===== config.mk =====
export PLATFORM = sky130hd
export DESIGN_NAME = hazard_ctrl_flat
export DESIGN_NICKNAME = d
export VERILOG_FILES = /design/src/hw/isa_pkg.sv /design/src/hw/pipe_pkg.sv /design/src/hw/pipe_ifs.sv /design/src/hw/hazard_ctrl.sv /design/src/flat_wrapper.sv
export VERILOG_INCLUDE_DIRS = /design/src /design/src/hw
export SDC_FILE = /design/constraint.sdc
export NUM_CORES = 1
export LEC_CHECK = 0
export ABC_AREA = 1
export ABC_CLOCK_PERIOD_IN_PS = 1100
export BUFFER_PORTS_ARGS = -buffer_cell sky130_fd_sc_hd__buf_2
export CAP_MARGIN = 5
export CORE_UTILIZATION = 31
export DETAILED_ROUTE_END_ITERATION = 8
export PLACE_DENSITY = 0.83
export SLEW_MARGIN = 20
export SYNTH_ARGS = -nofsm -noshare
export SYNTH_HDL_FRONTEND = slang
export SYNTH_SLANG_ARGS = --single-unit

===== constraint.sdc =====
create_clock -name vclk -period 1.1
set_input_delay 0.165 -clock vclk [all_inputs]
set_output_delay 0.165 -clock vclk [all_outputs]
set_load 0.02 [all_outputs]

===== src/hw/proc_settings.svh =====
// core settings giving the data width and the memory depths
`ifndef PROC_SETTINGS_SVH
`define PROC_SETTINGS_SVH

// data and instruction width
`define PROC_XLEN 32

// instruction memory depth in words
`define PROC_IMEM_WORDS 64

// data memory depth in words
`define PROC_DMEM_WORDS 64

`endif


===== src/hw/isa_pkg.sv =====
// isa package with word types, opcode and funct constants and field helpers
`include "proc_settings.svh"

package isa_pkg;
	typedef logic [`PROC_XLEN-1:0] data_t;
	typedef logic [`PROC_XLEN-1:0] instr_t;
	typedef logic [4:0] reg_addr_t;
	typedef logic [$clog2(`PROC_IMEM_WORDS)-1:0] imem_addr_t;

	localparam logic [6:0] OP_REG    = 7'b0110011;
	localparam logic [6:0] OP_IMM    = 7'b0010011;
	localparam logic [6:0] OP_LOAD   = 7'b0000011;
	localparam logic [6:0] OP_STORE  = 7'b0100011;
	localparam logic [6:0] OP_BRANCH = 7'b1100011;
	localparam logic [6:0] OP_SYSTEM = 7'b1110011;

	localparam logic [2:0] F3_ADD  = 3'b000;
	localparam logic [2:0] F3_BEQ  = 3'b000;
	localparam logic [2:0] F3_WORD = 3'b010;
	localparam logic [6:0] F7_SUB  = 7'b0100000;

	localparam instr_t INSTR_EBREAK = {12'h001, 5'd0, 3'b000, 5'd0, OP_SYSTEM};
	// addi x0,x0,0
	localparam instr_t INSTR_NOP = {12'h000, 5'd0, F3_ADD, 5'd0, OP_IMM};

	function automatic logic [6:0] opcode_of(instr_t i);
		return i[6:0];
	endfunction

	function automatic logic [2:0] funct3_of(instr_t i);
		return i[14:12];
	endfunction

	function automatic logic [6:0] funct7_of(instr_t i);
		return i[31:25];
	endfunction

	function automatic reg_addr_t rd_of(instr_t i);
		return i[11:7];
	endfunction

	function automatic reg_addr_t rs1_of(instr_t i);
		return i[19:15];
	endfunction

	function automatic reg_addr_t rs2_of(instr_t i);
		return i[24:20];
	endfunction
endpackage


===== src/hw/pipe_pkg.sv =====
// pipeline control package with forwarding selects and the ebreak halt states
package pipe_pkg;
	typedef logic [1:0] fwd_sel_t;

	localparam fwd_sel_t FWD_REG   = 2'd0;
	localparam fwd_sel_t FWD_EXMEM = 2'd1;
	localparam fwd_sel_t FWD_MEMWB = 2'd2;

	typedef enum logic [2:0] {
		EBK_IDLE,
		EBK_DRAIN_1,
		EBK_DRAIN_2,
		EBK_DRAIN_3,
		// parked until the debugger resumes
		EBK_WAIT
	} ebreak_state_t;

	// operand mux shared by decode and execute
	function automatic isa_pkg::data_t fwd_pick(fwd_sel_t sel, isa_pkg::data_t reg_val,
			isa_pkg::data_t exmem_val, isa_pkg::data_t memwb_val);
		case (sel)
			FWD_EXMEM: return exmem_val;
			FWD_MEMWB: return memwb_val;
			default:   return reg_val;
		endcase
	endfunction
endpackage


===== src/hw/pipe_ifs.sv =====
// stage-to-stage pipeline register interfaces for IF/ID, ID/EX and EX/MEM
`timescale 1ns/1ps

interface fd_if;
	import isa_pkg::*;

	data_t  pc;
	instr_t instr;

	modport src (output pc, instr);
	modport dst (input pc, instr);
	modport mon (input instr);
endinterface

interface dx_if;
	import isa_pkg::*;

	instr_t instr;
	data_t  pc;
	data_t  rs1_val;
	data_t  rs2_val;
	data_t  imm;
	logic   rd_wren;

	modport src (output instr, pc, rs1_val, rs2_val, imm, rd_wren);
	modport dst (input instr, pc, rs1_val, rs2_val, imm, rd_wren);
	modport mon (input instr, rd_wren);
endinterface

interface xm_if;
	import isa_pkg::*;

	instr_t instr;
	data_t  alu_result;
	data_t  store_data;
	logic   rd_wren;

	modport src (output instr, alu_result, store_data, rd_wren);
	modport dst (input instr, alu_result, store_data, rd_wren);
	// rd comes from the instr field
	modport mon (input instr, alu_result, rd_wren);
endinterface


===== src/hw/hazard_ctrl.sv =====
// hazard unit giving forwarding selects, load-use and branch stalls and branch flush
`timescale 1ns/1ps

module hazard_ctrl (
	fd_if.mon                  fd,
	dx_if.mon                  dx,
	xm_if.mon                  xm,
	input  logic               wb_wren,
	input  isa_pkg::reg_addr_t wb_addr,
	input  logic               pc_sel,
	output pipe_pkg::fwd_sel_t fwd_a,
	output pipe_pkg::fwd_sel_t fwd_b,
	output pipe_pkg::fwd_sel_t fwd_rs1,
	output pipe_pkg::fwd_sel_t fwd_rs2,
	output logic               stall_fd,
	output logic               flush_fd
);
	import isa_pkg::*;
	import pipe_pkg::*;

	logic hit_dx, hit_xm;
	logic load_use, branch_wait, fd_beq;

	// newest producer wins, x0 is never forwarded
	function automatic fwd_sel_t pick_src(reg_addr_t rs);
		if (rs == '0)
			return FWD_REG;
		if (xm.rd_wren && rd_of(xm.instr) == rs)
			return FWD_EXMEM;
		if (wb_wren && wb_addr == rs)
			return FWD_MEMWB;
		return FWD_REG;
	endfunction

	// does consumer read the register that producer writes
	function automatic logic reads_rd(instr_t cons, instr_t prod);
		logic [6:0] op;
		logic       use1, use2;
		op   = opcode_of(cons);
		use1 = op inside {OP_REG, OP_IMM, OP_LOAD, OP_STORE, OP_BRANCH};
		use2 = op inside {OP_REG, OP_STORE, OP_BRANCH};
		return (use1 && rs1_of(cons) == rd_of(prod)) || (use2 && rs2_of(cons) == rd_of(prod));
	endfunction

	assign fwd_a   = pick_src(rs1_of(dx.instr));
	assign fwd_b   = pick_src(rs2_of(dx.instr));
	assign fwd_rs1 = pick_src(rs1_of(fd.instr));
	assign fwd_rs2 = pick_src(rs2_of(fd.instr));

	assign hit_dx = dx.rd_wren && reads_rd(fd.instr, dx.instr);
	assign hit_xm = xm.rd_wren && reads_rd(fd.instr, xm.instr);
	assign fd_beq = opcode_of(fd.instr) == OP_BRANCH && funct3_of(fd.instr) == F3_BEQ;

	assign load_use = hit_dx && opcode_of(dx.instr) == OP_LOAD;
	// a load in MEM only holds its address, so beq waits one more cycle
	assign branch_wait = fd_beq && (hit_dx || (hit_xm && opcode_of(xm.instr) == OP_LOAD));

	assign stall_fd = load_use || branch_wait;
	assign flush_fd = pc_sel;

	always_comb begin
		assert (!(stall_fd && flush_fd));
	end

endmodule : hazard_ctrl


===== src/flat_wrapper.sv =====
// flat-port wrapper written by rule: the top's interface ports become plain ports
module hazard_ctrl_flat import isa_pkg::*; import pipe_pkg::*;
  (wb_wren, wb_addr, pc_sel, fwd_a, fwd_b, fwd_rs1, fwd_rs2, stall_fd, flush_fd, fd_instr, dx_instr, dx_rd_wren, xm_instr, xm_alu_result, xm_rd_wren);
  fd_if fd_i ();
  dx_if dx_i ();
  xm_if xm_i ();
  input  logic wb_wren;
  input  isa_pkg::reg_addr_t wb_addr;
  input  logic pc_sel;
  output pipe_pkg::fwd_sel_t fwd_a;
  output pipe_pkg::fwd_sel_t fwd_b;
  output pipe_pkg::fwd_sel_t fwd_rs1;
  output pipe_pkg::fwd_sel_t fwd_rs2;
  output logic stall_fd;
  output logic flush_fd;
  input wire logic [$bits(fd_i.instr)-1:0] fd_instr;
  input wire logic [$bits(dx_i.instr)-1:0] dx_instr;
  input wire logic [$bits(dx_i.rd_wren)-1:0] dx_rd_wren;
  input wire logic [$bits(xm_i.instr)-1:0] xm_instr;
  input wire logic [$bits(xm_i.alu_result)-1:0] xm_alu_result;
  input wire logic [$bits(xm_i.rd_wren)-1:0] xm_rd_wren;
  assign fd_i.instr = fd_instr;
  assign dx_i.instr = dx_instr;
  assign dx_i.rd_wren = dx_rd_wren;
  assign xm_i.instr = xm_instr;
  assign xm_i.alu_result = xm_alu_result;
  assign xm_i.rd_wren = xm_rd_wren;
  hazard_ctrl u_core (.fd(fd_i), .dx(dx_i), .xm(xm_i), .wb_wren(wb_wren), .wb_addr(wb_addr), .pc_sel(pc_sel), .fwd_a(fwd_a), .fwd_b(fwd_b), .fwd_rs1(fwd_rs1), .fwd_rs2(fwd_rs2), .stall_fd(stall_fd), .flush_fd(flush_fd));
endmodule

After elaboration in Yosys (flattened, before gate mapping)
Index checks and enable logic that the tools add are counted.

storage, ports and cells
  input port bits = 137
  flip-flop bits (word level) = 0

cells by class
  reduce and logical (&&, ||, !) cells = 29
  equal/unequal tests = 19
  mux-type cells = 48

operator list
  operator              number
  $eq A5 B5 Y1          12
  $mux W2               24
  $mux W1               24
  $eq A7 B2 Y1 const B  3
  $logic_not A5 Y1      4
  $logic_and A1 B1 Y1   18
  $eq A7 B6 Y1 const B  2
  $eq A7 B5 Y1 const B  1
  $eq A7 B7 Y1 const B  1
  $reduce_bool A5 Y1    1
  $logic_or A1 B1 Y1    4
  $logic_not A3 Y1      1
  $reduce_bool A3 Y1    1

Logic depth before layout (Yosys ltp)
Gate-level depths: netlist (run 1).

  depth after elaboration = 9
  gate-level depth with buffers = 10
  gate-level depth less buffers = 10

Least setup slack after synthesis (run 1)
OpenSTA, ideal clock, no wires.

  path kind = input -> output
  start = in xm_instr[11]
  end = out fwd_rs2[0]
  stages = 6
  buffers on the path = 1
  path slack = -254 ps
  arrival = 1189 ps
  data required time = 935 ps
  cell sequence = buf_6 inv_1 nand2_1 nand2_1 nand3_2 nor4_1

between the ends
  cells in the longest elaborated chain, start to end = 7
  elaborated cells between the ends (all ways) = 9

ends and longest elaborated chain
  what                   line                source
  from (decl)            flat_wrapper.sv:19  input wire logic [$bits(xm_i.instr)-1:0] xm_instr;
  $eq A5 B5 Y1 *         hazard_ctrl.sv:28   if (xm.rd_wren && rd_of(xm.instr) == rs)
  $logic_and A1 B1 Y1 *  hazard_ctrl.sv:28
  $mux W2                hazard_ctrl.sv:28
  $mux W2                hazard_ctrl.sv:30   if (wb_wren && wb_addr == rs)
  $mux W2                hazard_ctrl.sv:32   return FWD_REG;
  $mux W2 *              hazard_ctrl.sv:30
  $mux W2 *              hazard_ctrl.sv:28
  to (decl)              flat_wrapper.sv:13  output pipe_pkg::fwd_sel_t fwd_rs2;

Mark *: on every way between the ends. The rest lies on a longest branch, timed or not. The select of a mux whose other input is x is not followed.

Worst setup path in the final report (run 1)
  start = in dx_instr[11]
  end = out stall_fd

between the ends
  cells in the longest elaborated chain, start to end = 7
  elaborated cells between the ends (all ways) = 10

ends and longest elaborated chain
  what                   line                source
  from (decl)            flat_wrapper.sv:17  input wire logic [$bits(dx_i.instr)-1:0] dx_instr;
  $eq A5 B5 Y1           hazard_ctrl.sv:42   return (use1 && rs1_of(cons) == rd_of(prod)) || (use2 && rs2_of(cons) == rd_of(prod));
  $logic_and A1 B1 Y1    hazard_ctrl.sv:42
  $logic_or A1 B1 Y1 *   hazard_ctrl.sv:42
  $logic_and A1 B1 Y1 *  hazard_ctrl.sv:50   assign hit_dx = dx.rd_wren && reads_rd(fd.instr, dx.instr);
  $logic_or A1 B1 Y1     hazard_ctrl.sv:56   assign branch_wait = fd_beq && (hit_dx || (hit_xm && opcode_of(xm.instr) == OP_LOAD));
  $logic_and A1 B1 Y1    hazard_ctrl.sv:56
  $logic_or A1 B1 Y1 *   hazard_ctrl.sv:58   assign stall_fd = load_use || branch_wait;
  to (decl)              flat_wrapper.sv:14  output logic stall_fd;

Mark *: on every way between the ends. The rest lies on a longest branch, timed or not.

==> results by group, run 1 <==
Final layout
  – Layout area overhead: 112%
  – Final Non-Filler Cells: 335
  – Clk_buf instances: 0
  – Ant. Diodes: 0
  – Sequential cell count: 0
  – Layout cells sized above 1: 55.3%
  – Final instance area: 2080 um^2
  – # fillers: 216
  – Final core occ: 68.8%
  – Reg area: 0 um^2
  – Nets: 430

Synthesis
  – Count of cell types in the netlist: 24
  – Sequential-to-total area share from yosys stat: 0%
  – Syn Nets: 334
  – Simple-Gate Fraction of Synth Area: 46.9%
  – Synth Instances: 197
  – Post-synthesis compound-gate area fraction: between 15 and 20%
  – Post-synthesis xor/xnor area fraction: 18.7%
  – Largest family of logic cells by synthesized area: simple AND/OR/NAND/NOR gates
  – Synth Cell Area: around 980 um^2
  – Synth Area in Adders: 0%
  – Multiplexer share of the synthesized area: 0%
  – Mapped Avg Cell Area: 4.99 um^2
  – Yosys warns: 0

Timing
  – Slew @ Worst Pin: ~0.26 ns
  – Final Hold Fails: 0
  – FMAX: 785 MHz
  – Min cycle time layout: 1.27 ns
  – Setup_tns: -0.809 ns
  – Fin crit share: 116%
  – Slew Limit Fails: 0
  – Unrepaired setup endpoints after global routing: yes
  – Final setup vio count: 9
  – Max transition margin: 82.4%
  – Fin worst setup slack: -0.174 ns

Global routing
  – Largest net degree at the start of global routing: 7
  – Overall Global Routing Usage: 23.9%
  – Vias in the first global route: 1488
  – First-pass GRT wire length: between 6000 and 7000 um
  – Antenna violations before repair: 0
  – Overflow after GRT: 0

Worst setup path
  – CP max stage delay: 0.15 ns
  – CP top delay family: simple AND/OR/NAND/NOR gates
  – Max FO, Critical Path: 4
  – Crit path cell chain: buf_2 -> nand2_1 -> nand2_1 -> inv_1 -> nand2_1 -> nor2_1 -> nand3_1 -> nand2_1 -> nand2_1 -> nand2_1 -> buf_6
  – Type of origin of the critical path: input pin
  – CP Depth: 11
  – CP dominant cell by count: nand2_1
  – CP Data Required Time: roughly 0.94 ns
  – CP arrival: about 1.1 ns
  – Worst path bufs/invs: 3
  – Crit path capture type: primary output
  – WS Path Type: in -> out
  – Slowest CP cell: nor2_1

Routing
  – Wire per inst: 14.9 um
  – Routed wire length: 4980 um
  – Drt first pass iters: 4
  – DRC Markers: 0
  – Via count: 1774
  – Initial DRC count: 87
  – DR vias/cell: 5.30
  – DRT antenna net count: 0

Place
  – Cell Area, Placed: 1570 um^2
  – Placed Cells incl. Taps: approximately 330
  – Hpwl dp: 2890 um
  – Placer Congestion: just under 0.9
  – IO buf count: 71

Hold path
  – Worst Hold Path Cells: 0
  – Worst min-delay path category: in -> out

Floorplanning
  – Die X: just under 60 um
  – Initial Util: 32.4%
  – Core ar.: 3030 um^2
  – Die area: 3400 um^2
  – Rows: 20
  – Io pins: 147
  – Die Ht: 58.3 um

Status
  – Status: finished, violations left
  – Failing checks: setup timing

CTS
  – Hold buffer count at CTS: 0

Power
  – Maximum VDD drop: just over 0.2 mV
  – P_leak: between 0.001 and 0.0015 uW
  – Total power per unit cell area: 376 nW/um^2

Job
  – Max-Cap Viols: 0
-- stage by stage --
step	setup slack (ns)	hold slack [ns]	power (uW)
after floorplan	-0.0370	0.443	265
after global placement	-0.205	0.330	507
after detailed placement	-0.219	0.330	515
after CTS	-0.109	0.330	652
after global routing	-0.234	0.330	836
final	-0.174	0.330	783
-- synthesized netlist by cell type (all sizes together) --
cell     count  area, um^2
inv         40         150
nand3        8        45.0
o21ai        5        25.0
a21oi        9        48.8
nor2        25        96.4
xor2         5        43.8
nand4        6        37.5
o211ai       2        15.0
nor3        12        65.1
nand2       53         204
o22ai        7        43.8
nor4         1        6.26
clkbuf       2        10.0
xnor2       16         140
or2          1        6.26
buf          2        18.8
o2111ai      3        26.3
-- routing by layer --
| metal | track usage (%) | routed length (um) | vias up |
|---|---|---|---|
| met5 | 0 | 0 | - |
| met4 | 7.14 | 294 | 0 |
| met3 | 1.76 | 367 | 38 |
| met2 | 43.8 | 2490 | 118 |
| met1 | 29.6 | 1830 | 802 |
| li1 | - | - | 816 |
-- worst paths after layout --
kind / from / end / slack (ns)
min: pc_sel / flush_fd / 0.33
max: dx_instr[11] / stall_fd / -0.17
-- timing repair --
item / CTS / global route
endpoints found under the setup margin: 9 / 9
pin swaps: 40 / 25
setup buffers: 2 / 1
resized for setup: 95 / 50
-- cells in the final DEF, fill, tap and decap left out, types with 7 or more instances in the layout --
cell type and count:
nand2_1 41, nor2_1 19, nand2_2 10, buf_6 24, a21oi_1 7, buf_4 29
inv_1 22, xnor2_2 8, buf_2 38, inv_2 11
-- cells by family after synthesis --
logic type             after synthesis
AND/OR/NAND/NOR                    106
buffers and inverters               44
AO/OA/AOI/OAI                       26
XOR/XNOR                            21
-- power breakdown --
part	internal (uW)	leakage (uW)	switching, uW
combinational	391	0.00108	392
sequential	0	0	0
clock	0	0	0
total	391	0.00108	392
-- cell type report --
cell class,instances,area [um^2],share of cell area (%)
inverters,40,180,8.65
multi-input cells,153,1060,50.9
well taps,44,55.1,2.64
repair buffers,98,788,37.8
No activity file was read; power rests on OpenSTA's default activity.
==> run 2, diff against run 1 <==
--- a/config.mk
+++ b/config.mk
@@ -9,7 +9,6 @@
 export ABC_AREA = 1
 export ABC_CLOCK_PERIOD_IN_PS = 1100
 export BUFFER_PORTS_ARGS = -buffer_cell sky130_fd_sc_hd__buf_2
-export CAP_MARGIN = 5
 export CORE_UTILIZATION = 31
 export DETAILED_ROUTE_END_ITERATION = 8
 export PLACE_DENSITY = 0.83
==> constraint.sdc (replaced) <==
create_clock -name vclk -period 1.1
set_input_delay 0.11 -clock vclk [all_inputs]
set_output_delay 0.11 -clock vclk [all_outputs]
set_load 0.02 [all_outputs]
==> run 2 against run 1 <==
- the run still ends with setup timing left
- cell count down 1.5%
- global-route usage is 2.6 points lower
- via count is 9.7% lower
- fmax is 13% higher
- sequential cell count unchanged
- first-iteration DRC count decreased by 46%
- count of clock-buffer cells in the layout did not move
- largest cell class unchanged
- worst hold slack got worse by 0.11 ns
- combinational power is 15% lower
- critical path depth shrank 3
- non-clock buffer count shrank 5
- final area shrank 9.9%
==> results by group, run 2 (synthesized netlist as in run 1, its figures left out) <==
Status
  – Status: finished, violations left (unchanged)
  – Failing checks: setup timing (unchanged)

Final layout
  – Most common cell after layout, fill and taps aside: buf_2 (was nand2_1)
  – Layout area overhead: 91.1% (was 112%)
  – Reg area: 0 um^2 (unchanged)
  – Layout cells sized above 1: 50.7% (was 55.3%)
  – Multi-input gate area: 993 um^2 (was 1060 um^2)
  – Sequential cell count: 0 (unchanged)
  – Ant. Diodes: 0 (unchanged)
  – Clk_buf instances: 0 (unchanged)
  – Most frequent cells in the layout: 52 x buf_2, 44 x nand2_1, 29 x inv_1 (was 41 x nand2_1, 38 x buf_2, 29 x buf_4)
  – Nets: 425 (was 430)
  – # fillers: 276 (was 216)

Power
  – Switching power: 335 uW (was 392 uW)
  – Overall Power: 669 uW (was 783 uW)
  – Power Internal: 334 uW (was 391 uW)
  – Clock power frac: 0% (about the same)
  – Logic pwr share: 100.0% (about the same)
  – Sequential share of power: 0% (about the same)
  – Total power per unit cell area: 357 nW/um^2 (was 376 nW/um^2)
  – Maximum VDD drop: 0.191 mV (was 0.207 mV)
  – Sw Ratio: 50.1% (about the same)
  – P_leak: 0.00101 uW (was 0.00108 uW)

Floorplanning
  – Initial Util: 32.4% (unchanged)
  – Core ar.: 3030 um^2 (unchanged)
  – Die Ht: 58.3 um (unchanged)
  – Rows: 20 (unchanged)
  – Die area: 3400 um^2 (unchanged)
  – Io pins: 147 (unchanged)
  – Die X: 58.3 um (unchanged)

Timing
  – Slew Limit Fails: 0 (unchanged)
  – Fin crit share: 103% (was 116%)
  – Final Hold Fails: 0 (unchanged)
  – Hold_ws: 0.220 ns (was 0.330 ns)
  – Unrepaired setup endpoints after global routing: yes (unchanged)
  – Max transition margin: 85.5% (was 82.4%)
  – Min cycle time layout: 1.13 ns (was 1.27 ns)
  – Final setup vio count: 2 (was 9)
  – Fin worst setup slack: -0.0284 ns (was -0.174 ns)
  – Slew @ Worst Pin: 0.217 ns (was 0.264 ns)
  – FMAX: 886 MHz (was 785 MHz)

Job
  – Max-Cap Viols: 0 (unchanged)

Global routing
  – First-pass GRT wire length: 5800 um (was 6380 um)
  – Largest net degree at the start of global routing: 7 (unchanged)
  – Overflow after GRT: 0 (unchanged)
  – Overall Global Routing Usage: 21.2% (was 23.9%)
  – Antenna violations before repair: 0 (unchanged)
  – Vias in the first global route: 1446 (was 1488)

Routing
  – Via count: 1602 (was 1774)
  – DR vias/cell: 4.85 (was 5.30)
  – DRT antenna net count: 0 (unchanged)
  – Drt first pass iters: 4 (unchanged)
  – Initial DRC count: 47 (was 87)
  – Wire per inst: 11.8 um (was 14.9 um)
  – Routed wire length: 3900 um (was 4980 um)
  – DRC Markers: 0 (unchanged)

Worst setup path
  – Crit path capture type: primary output (unchanged)
  – Type of origin of the critical path: input pin (unchanged)
  – CP arrival: 1.02 ns (was 1.11 ns)
  – WS Path Type: in -> out (unchanged)
  – Max FO, Critical Path: 4 (unchanged)
  – CP Data Required Time: 0.99 ns (was 0.94 ns)

Place
  – Placer Congestion: 0.906 (was 0.889)
  – IO buf count: 71 (unchanged)
  – Hpwl dp: 2980 um (was 2890 um)

Hold path
  – Worst min-delay path category: in -> out (unchanged)

CTS
  – Hold buffer count at CTS: 0 (unchanged)
run 2: cell types whose count changed in the layout (fill, tap and decap cells not counted), sizes merged:
cell and delta:
buf -6, clkbuf +1
run 2: per-stage QoR:
| stage | cell area, um^2 | instances | worst slack, ns | util [%] | setup TNS, ns |
|---|---|---|---|---|---|
| 6_report | 1880 | 330 | -0.0284 | 62.0 | -0.0311 |
| 5_1_grt | 1880 | 330 | -0.0920 | 62.0 | -0.350 |
| 4_1_cts | 1680 | 330 | -0.0112 | 55.6 | -0.0237 |
| 3_5_place_dp | 1530 | 329 | -0.0800 | 50.5 | -0.243 |
| 3_3_place_gp | 1530 | 329 | -0.0761 | 50.5 | -0.287 |
| 2_1_floorplan | 988 | 197 | 0.0241 | - | 0 |
run 2: area by class of cell:
type / count / share of cell area, %
multi-input combinational: 153 / 52.9
inverter: 40 / 8.80
tap: 44 / 2.93
timing repair buffer: 93 / 35.3
run 2: worst paths after layout:
path                     start    endpoint  slack (ns)  cells past startpoint
hold / removal          pc_sel    flush_fd        0.22                      0
setup / recovery  fd_instr[23]  fwd_rs2[0]       -0.03                      8
run 2: per-layer routing:
layer	track usage (%)	routed length, um	up-vias
li1	-	-	806
met1	25.5	1520	728
met2	40.1	2090	62
met3	1.98	240	6
met4	5.78	52	0
met5	0	0	-
run 2: power by group through the flow:
stage          Clock (uW)  Sequential (uW)  Combinational (uW)
2_1_floorplan           0                0                 262
3_3_place_gp            0                0                 500
3_5_place_dp            0                0                 514
4_1_cts                 0                0                 574
5_1_grt                 0                0                 727
6_report                0                0                 669
run 2: worst max-delay path, cell delays in order:
cell     delay [ns]
buf_8          0.09
inv_4          0.04
buf_6          0.11
nand3_2        0.05
nor3_2         0.05
buf_4          0.13
nor4_4         0.26
buf_4          0.18
run 2: what timing repair did:
item | CTS | global route
setup endpoints to repair | 7 | 9
setup buffers | 1 | 0
gates cloned | 0 | 0
pin swaps | 17 | 24
resized for setup | 44 | 59
